### config.mk
export PLATFORM = sky130hd
export DESIGN_NAME = cubeRenderer
export DESIGN_NICKNAME = d
export VERILOG_FILES = /design/src/source/rubiksPkg.sv /design/src/source/rateTicker.sv /design/src/source/pipeStage.sv /design/src/source/blockPlotter.sv /design/src/source/stickerSequencer.sv /design/src/source/cubeRenderer.sv
export SDC_FILE = /design/constraint.sdc
export NUM_CORES = 1
export LEC_CHECK = 0
export BUFFER_PORTS_ARGS = -buffer_cell sky130_fd_sc_hd__buf_2
export CELL_PAD_IN_SITES_DETAIL_PLACEMENT = 0
export CELL_PAD_IN_SITES_GLOBAL_PLACEMENT = 1
export CORE_MARGIN = 1
export CORE_UTILIZATION = 45
export DETAILED_ROUTE_END_ITERATION = 16
export PLACE_DENSITY_LB_ADDON = 0.05
export SYNTH_ARGS = -nofsm -noshare
export SYNTH_HDL_FRONTEND = slang
export SYNTH_SLANG_ARGS = --single-unit
### constraint.sdc
create_clock -name clock -period 5.75 [get_ports clock]
set_input_delay 0.2875 -clock clock [delete_from_list [all_inputs] [get_ports clock]]
set_output_delay 0.2875 -clock clock [all_outputs]
set_load 0.01 [all_outputs]
### src/source/rubiksPkg.sv
`default_nettype none

package rubiksPkg;

	// One sticker colour with a bit per channel
	typedef logic [2:0] colourT; // {red, green, blue}

	localparam int unsigned StickerCount = 54;
	localparam int unsigned FaceCount = 6;
	localparam int unsigned FaceSize = 3; // Stickers along one face edge

	// Whole cube with sticker 0 in the lowest group
	typedef colourT [StickerCount-1:0] cubeStateT;

	// Block geometry in pixels
	localparam int unsigned BlockSize = 4;
	localparam int unsigned BlockStride = 5; // One pixel gap between blocks
	localparam int unsigned FaceStride = 16;

	// Top-left corner of the whole net on screen
	localparam int unsigned NetXOffset = 8;
	localparam int unsigned NetYOffset = 8;

	// Face placement in the net, in face units
	// Order is Up, Left, Front, Right, Back, Down
	//
	//        [U]
	//    [L] [F] [R] [B]
	//        [D]
	localparam int unsigned FaceColumn [FaceCount] = '{1, 0, 1, 2, 3, 1};
	localparam int unsigned FaceRow [FaceCount] = '{0, 1, 1, 1, 1, 2};

	// Screen coordinates for a 160x120 frame
	typedef logic [7:0] xCoordT;
	typedef logic [6:0] yCoordT;

	// One block to draw
	typedef struct packed
	{
		xCoordT originX;
		yCoordT originY;
		colourT colour;
	} blockJobT;

	// One pixel write to the frame buffer
	typedef struct packed
	{
		xCoordT x;
		yCoordT y;
		colourT colour;
	} pixelT;

	// Pacing period in clock cycles (about 50000 on the board)
	localparam int unsigned TickPeriod = 4;

endpackage

`default_nettype wire

### src/source/rateTicker.sv
`timescale 1ns/1ps
`default_nettype none

module rateTicker
#(
	parameter int unsigned Period = 4
)
(
	input logic clock,
	input logic rstN,
	output logic tick
);

	localparam int unsigned CountWidth = (Period > 1) ? $clog2(Period) : 1;

	logic [CountWidth-1:0] count;

	// Down counter that pulses on the cycle after it hits zero
	always_ff @(posedge clock or negedge rstN)
	begin
		if (!rstN)
		begin
			count <= CountWidth'(Period - 1);
			tick <= 1'b0;
		end
		else
		begin
			tick <= (count == '0);
			if (count == '0)
				count <= CountWidth'(Period - 1); // Reload
			else
				count <= count - 1'b1;
		end
	end

endmodule

`default_nettype wire

### src/source/pipeStage.sv
`timescale 1ns/1ps
`default_nettype none

module pipeStage
#(
	parameter type payloadT = logic
)
(
	input logic clock,
	input logic rstN,
	input payloadT inData,
	input logic inValid,
	output logic inReady,
	output payloadT outData,
	output logic outValid,
	input logic outReady
);

	// Ready when the slot is free or the held entry leaves this cycle
	assign inReady = !outValid || outReady;

	always_ff @(posedge clock or negedge rstN)
	begin
		if (!rstN)
			outValid <= 1'b0;
		else if (inValid && inReady)
			outValid <= 1'b1;
		else if (outReady)
			outValid <= 1'b0;
	end

	always_ff @(posedge clock)
	begin
		if (inValid && inReady)
			outData <= inData;
	end

endmodule

`default_nettype wire

### src/source/blockPlotter.sv
`timescale 1ns/1ps
`default_nettype none

module blockPlotter
(
	input logic clock,
	input logic rstN,
	input rubiksPkg::blockJobT job,
	input logic jobValid,
	output logic jobReady,
	output rubiksPkg::pixelT pixel,
	output logic pixelValid,
	input logic pixelReady
);

	localparam logic [3:0] LastPixel = 4'(rubiksPkg::BlockSize * rubiksPkg::BlockSize - 1);

	rubiksPkg::blockJobT heldJob;
	logic [3:0] count; // {row, column}
	logic pixelTaken;

	assign jobReady = !pixelValid; // Only take a job when idle
	assign pixelTaken = pixelValid && pixelReady;

	// Column changes fastest
	always_comb
	begin
		pixel.x = heldJob.originX + rubiksPkg::xCoordT'(count[1:0]);
		pixel.y = heldJob.originY + rubiksPkg::yCoordT'(count[3:2]);
		pixel.colour = heldJob.colour;
	end

	always_ff @(posedge clock or negedge rstN)
	begin
		if (!rstN)
		begin
			pixelValid <= 1'b0;
			count <= '0;
		end
		else if (jobValid && jobReady)
		begin
			pixelValid <= 1'b1;
			count <= '0;
		end
		else if (pixelTaken)
		begin
			if (count == LastPixel)
				pixelValid <= 1'b0; // Block finished
			else
				count <= count + 1'b1;
		end
	end

	always_ff @(posedge clock)
	begin
		if (jobValid && jobReady)
			heldJob <= job;
	end

endmodule

`default_nettype wire

### src/source/stickerSequencer.sv
`timescale 1ns/1ps
`default_nettype none

module stickerSequencer
(
	input logic clock,
	input logic rstN,
	input logic go,
	input logic tick,
	input rubiksPkg::cubeStateT cubeState,
	output logic busy,
	output rubiksPkg::blockJobT job,
	output logic jobValid,
	input logic jobReady
);

	typedef enum logic [1:0]
	{
		Idle,
		Drawing,
		Done
	} stateT;

	stateT state;
	rubiksPkg::cubeStateT cube; // Snapshot taken at go
	logic [2:0] face;
	logic [1:0] row;
	logic [1:0] col;
	logic [5:0] sticker;
	logic jobTaken;
	logic lastSticker;
	rubiksPkg::blockJobT nextJob;

	assign jobTaken = jobValid && jobReady;
	assign lastSticker = (face == 3'(rubiksPkg::FaceCount - 1))
		&& (row == 2'(rubiksPkg::FaceSize - 1))
		&& (col == 2'(rubiksPkg::FaceSize - 1));

	assign sticker = 6'((face * rubiksPkg::FaceSize + row) * rubiksPkg::FaceSize + col);

	// Block origin from face slot and position inside the face
	always_comb
	begin
		nextJob.originX = rubiksPkg::xCoordT'(rubiksPkg::NetXOffset
			+ rubiksPkg::FaceColumn[face] * rubiksPkg::FaceStride
			+ col * rubiksPkg::BlockStride);
		nextJob.originY = rubiksPkg::yCoordT'(rubiksPkg::NetYOffset
			+ rubiksPkg::FaceRow[face] * rubiksPkg::FaceStride
			+ row * rubiksPkg::BlockStride);
		nextJob.colour = cube[sticker];
	end

	always_ff @(posedge clock or negedge rstN)
	begin
		if (!rstN)
		begin
			state <= Idle;
			busy <= 1'b0;
			jobValid <= 1'b0;
			face <= '0;
			row <= '0;
			col <= '0;
		end
		else
		begin
			case (state)
				Idle:
				begin
					if (go)
					begin
						state <= Drawing;
						busy <= 1'b1;
						face <= '0;
						row <= '0;
						col <= '0;
					end
				end
				Drawing:
				begin
					if (jobTaken)
					begin
						jobValid <= 1'b0;
						if (lastSticker)
							state <= Done;
						else if (col != 2'(rubiksPkg::FaceSize - 1))
							col <= col + 1'b1;
						else
						begin
							col <= '0;
							if (row != 2'(rubiksPkg::FaceSize - 1))
								row <= row + 1'b1;
							else
							begin
								row <= '0;
								face <= face + 1'b1;
							end
						end
					end
					else if (tick && !jobValid)
						jobValid <= 1'b1; // One job per tick
				end
				Done:
				begin
					// Hold until go is released
					if (!go)
					begin
						state <= Idle;
						busy <= 1'b0;
					end
				end
				default:
					state <= Idle;
			endcase
		end
	end

	// Payload registers
	always_ff @(posedge clock)
	begin
		if (state == Idle && go)
			cube <= cubeState;
		if (state == Drawing && tick && !jobValid)
			job <= nextJob;
	end

endmodule

`default_nettype wire

### src/source/cubeRenderer.sv
`timescale 1ns/1ps
`default_nettype none

module cubeRenderer
(
	input logic clock,
	input logic rstN,
	input logic go,
	input rubiksPkg::cubeStateT cubeState,
	output logic busy,
	output rubiksPkg::pixelT pixel,
	output logic pixelValid,
	input logic pixelReady
);

	logic tick;

	// Sequencer to job stage
	rubiksPkg::blockJobT seqJob;
	logic seqJobValid;
	logic seqJobReady;

	// Job stage to plotter
	rubiksPkg::blockJobT plotJob;
	logic plotJobValid;
	logic plotJobReady;

	// Plotter to pixel stage
	rubiksPkg::pixelT plotPixel;
	logic plotPixelValid;
	logic plotPixelReady;

	rateTicker #(.Period(rubiksPkg::TickPeriod)) ticker
	(
		.clock(clock),
		.rstN(rstN),
		.tick(tick)
	);

	stickerSequencer sequencer
	(
		.clock(clock),
		.rstN(rstN),
		.go(go),
		.tick(tick),
		.cubeState(cubeState),
		.busy(busy),
		.job(seqJob),
		.jobValid(seqJobValid),
		.jobReady(seqJobReady)
	);

	pipeStage #(.payloadT(rubiksPkg::blockJobT)) jobStage
	(
		.clock(clock),
		.rstN(rstN),
		.inData(seqJob),
		.inValid(seqJobValid),
		.inReady(seqJobReady),
		.outData(plotJob),
		.outValid(plotJobValid),
		.outReady(plotJobReady)
	);

	blockPlotter plotter
	(
		.clock(clock),
		.rstN(rstN),
		.job(plotJob),
		.jobValid(plotJobValid),
		.jobReady(plotJobReady),
		.pixel(plotPixel),
		.pixelValid(plotPixelValid),
		.pixelReady(plotPixelReady)
	);

	pipeStage #(.payloadT(rubiksPkg::pixelT)) pixelStage
	(
		.clock(clock),
		.rstN(rstN),
		.inData(plotPixel),
		.inValid(plotPixelValid),
		.inReady(plotPixelReady),
		.outData(pixel),
		.outValid(pixelValid),
		.outReady(pixelReady)
	);

endmodule

`default_nettype wire

==> impl_metrics.toml <==
[worst_setup_path]
worst_ep_required_time_ns = 5.99
r2r_slack_ns = 1.36
reg2regPathDepth = 13
slowest_stage = "fa_1"
path_cells = "inv_1, fa_1, inv_1, ha_1, fa_1, ha_1, inv_1, fa_1, nor2_1, a22oi_1, a21oi_1, o21ai_1, nand3_1"
r2r-start = "sequencer.row[1]"
cp_data_arrival_time_ns = 4.63
cp_max_fo = 16
critPathCaptureType = "register"
cpPeakStageDelay_ns = 0.99
critPathLaunchType = "register"
rr_endpoint = "sequencer.job[0]"
crit_type = "reg2reg"

[clock_tree]
post_cts_buffers = 0
clock_latency_ns = 0.51
htree_levels = 1
cts_tree = "built"
root_buffer = "clkbuf_16"
clock_path_buffers = 3
cts.sinks = 246
numCtsBuffers = 26
path_clk_slew_ns = 0.06
postCtsHoldBufs = 163
cts_resized = 0

[power]
irDropWorstVdd_uv = 454
p_leak_nw = 5.17
powerDensity_nw_per_um2 = 536

[placement]
place_worst_setup_slack_ns = 1.35
dp_hpwl_um = 13000
place_congestion = 0.785
port_buffers = 185
post_dp_cell_area_um2 = 11100

[synthesis]
yosys_most_used_dff = "edfxtp_1"
synth_edf_count = 225
netlist.area_leader.share = 0.686
ys_types = 46
netlist_instances = 530
syn_avg_cell_area_um2 = 18.6
synth_area_leader_cell = "edfxtp_1"
async_flop_share = 0.0854
yosys-top-cells-area = "edfxtp_1 69%, mux4_2 8.2%, dfrtp_1 4.8%"
synth_area_um2 = 9850
synth_seq_cells = 246
syn_nets = 728
yosysWarningCount = 0
ys_seq_area_frac = 0.739

[global_routing]
antenna_found_initial = 0
overflow = 0
grt_pass1_vias = 6204
grtUsageTotal = 0.184
grt_pass1_wl_um = 31300
grt_max_degree = 64

[status]
status = "complete, no violations"

[worst_hold_path]
hp-class = "in2reg"
hold_start = "pixelReady"
min_to = "pixelStage.outValid"
whs_path_depth = 3

[floorplan]
fp.dieArea_um2 = 22500
io_pins = 186
initial_utilization = 0.464
coreArea_um2 = 21200
die_w_um = 150
die_y_um = 150
core.rowCount = 53

[sta]
slew-limit-headroom = 0.349
finalSetupViolations = 0
fin_skew_ns = 0.0130
final.period_utilization = 0.763
setup_slack_ns = 1.36
finalHoldViolCount = 0
rsz0062_at_grt = "false"
setup_tns_ns = 0
fin_crit_ns = 4.39
slew_viol_final = 0
max_freq_mhz = 228
tightest_slew_ns = 0.977

[layout]
design_area_um2 = 13600
diodes = 0
nets = 1095
area_growth_pct = 37.8
drive_above_1_share = 0.299

[detailed_routing]
num_vias = 5922
routed_via_density = 4.98
ant_nets = 0
wire_per_inst_um = 16.9
dr.pass1.iters = 4
route.detailed.drc = 0
drt_wl_total_um = 20100
drt_iter0_drc = 198

[flow_run]
drv_cap = 0
report_power, final:
group	leakage, nW	internal [W]	switching [W]
sequential	2.27	0.00209	0.0000582
clock	0.416	0.00103	0.000642
combinational	2.48	0.00160	0.00185
sequential cells by signal, summed over array words and instances, names as in the netlist:
signal / flops
pixelStage.outValid: 1
sequencer.row: 2
sequencer.state: 2
plotter.pixel: 3
plotter.pixelValid: 1
sequencer.face: 3
sequencer.col: 2
sequencer.cube: 162
ticker.tick: 1
jobStage.outData: 15
ticker.count: 2
plotter.heldJob: 12
plotter.count: 4
pixelStage.outData: 18
sequencer.job: 15
sequencer.jobValid: 1
sequencer.busy: 1
jobStage.outValid: 1
through the flow:
step	hold slack, ns	cells	power, W	utilization
2_1_floorplan	-0.00809	530	0.00481	-
3_3_place_gp	0.273	981	0.00555	0.522
3_5_place_dp	0.279	981	0.00559	0.522
4_1_cts	0.0254	1189	0.00739	0.640
5_1_grt	0.0573	1189	0.00776	0.640
6_report	0.0498	1189	0.00727	0.640
routing by layer:
metal	global-route usage	routed length, um	up-vias
li1	-	-	2811
met1	0.234	8230	2911
met2	0.326	10500	179
met3	0.0332	1110	21
met4	0.0409	285	0
met5	0	0	-
cells in the mapped netlist (all sizes together), types with 2 or more instances:
library cell  count
edfxtp          225
mux4             36
inv              30
ha               26
nand2            20
a22oi            19
dfrtp            19
nand3            15
a21oi            13
nor2             13
o21ai            12
buf              11
xnor2            11
a21o              7
mux2i             7
nor2b             7
fa                6
o211ai            6
xor2              6
a21boi            5
clkbuf            4
nand2b            4
nand4             4
nor3              4
and2              3
a22o              2
dfstp             2
mux2              2
area by class of cell:
type                    count  area, um2
inverters                  30        113
fillers                  1518       7650
clock buffers              32        694
repair buffers            354       2600
well taps                 275        344
flip-flops and latches    246       7280
clock inverters            13        169
multi-input cells         239       2370
worst max-delay path, delay by kind of cell (launching register included):
family / cells / cell delay, ns
buffers and inverters: 3 / 0.20
and+or+nand+nor: 2 / 0.43
DFF: 1 / 0.43
adders and majority gates: 5 / 2.55
AOI/OAI and AO/OA: 3 / 0.48
how the worst max path moves through the flow:
| stage | start | to | slack [ns] | depth (start not counted) |
|---|---|---|---|---|
| after floorplan | sequencer.state[0] | sequencer.row[0] | 0.58 | 6 |
| after global placement | sequencer.row[1] | sequencer.job[0] | 1.43 | 13 |
| after detailed placement | sequencer.face[0] | sequencer.job[0] | 1.35 | 13 |
| after CTS | sequencer.row[1] | sequencer.job[0] | 1.33 | 13 |
| after global routing | sequencer.face[0] | sequencer.job[2] | 1.07 | 13 |
| final | sequencer.row[1] | sequencer.job[0] | 1.36 | 13 |
layout by cell type (no fill, tap or decap), types with 4 or more instances in the layout:
master	netlist	routed
edfxtp_1	225	225
nor2_1	13	13
inv_1	30	30
ha_1	26	24
mux2i_1	7	7
nand2_1	20	20
clkbuf_1	3	5
o21ai_0	6	6
buf_4	0	6
buf_2	5	185
dfrtp_1	19	19
nor2b_1	7	7
xnor2_1	10	10
nand4_1	4	4
a21o_1	7	7
o211ai_1	6	6
nor3_1	4	4
a22oi_1	19	19
nand2b_1	4	4
bufinv_16	0	4
a21boi_1	5	5
fa_1	6	6
dlygate4sd3_1	0	163
xor2_1	6	6
o21ai_1	6	6
clkbuf_16	0	27
a21oi_1	13	13
mux4_2	36	36
clkinv_1	0	5
nand3_1	15	15
cell families after synthesis:
group / after synthesis / synth area share
buffers and inverters: 45 / 0.0222
AOI/OAI and AO/OA: 70 / 0.0480
DFF: 246 / 0.739
and+or+nand+nor: 75 / 0.0376
muxes: 45 / 0.0917
adders and majority gates: 32 / 0.0452
xor gates and xnor gates: 17 / 0.0159
Note: power is estimated with default switching activity, not from simulation.
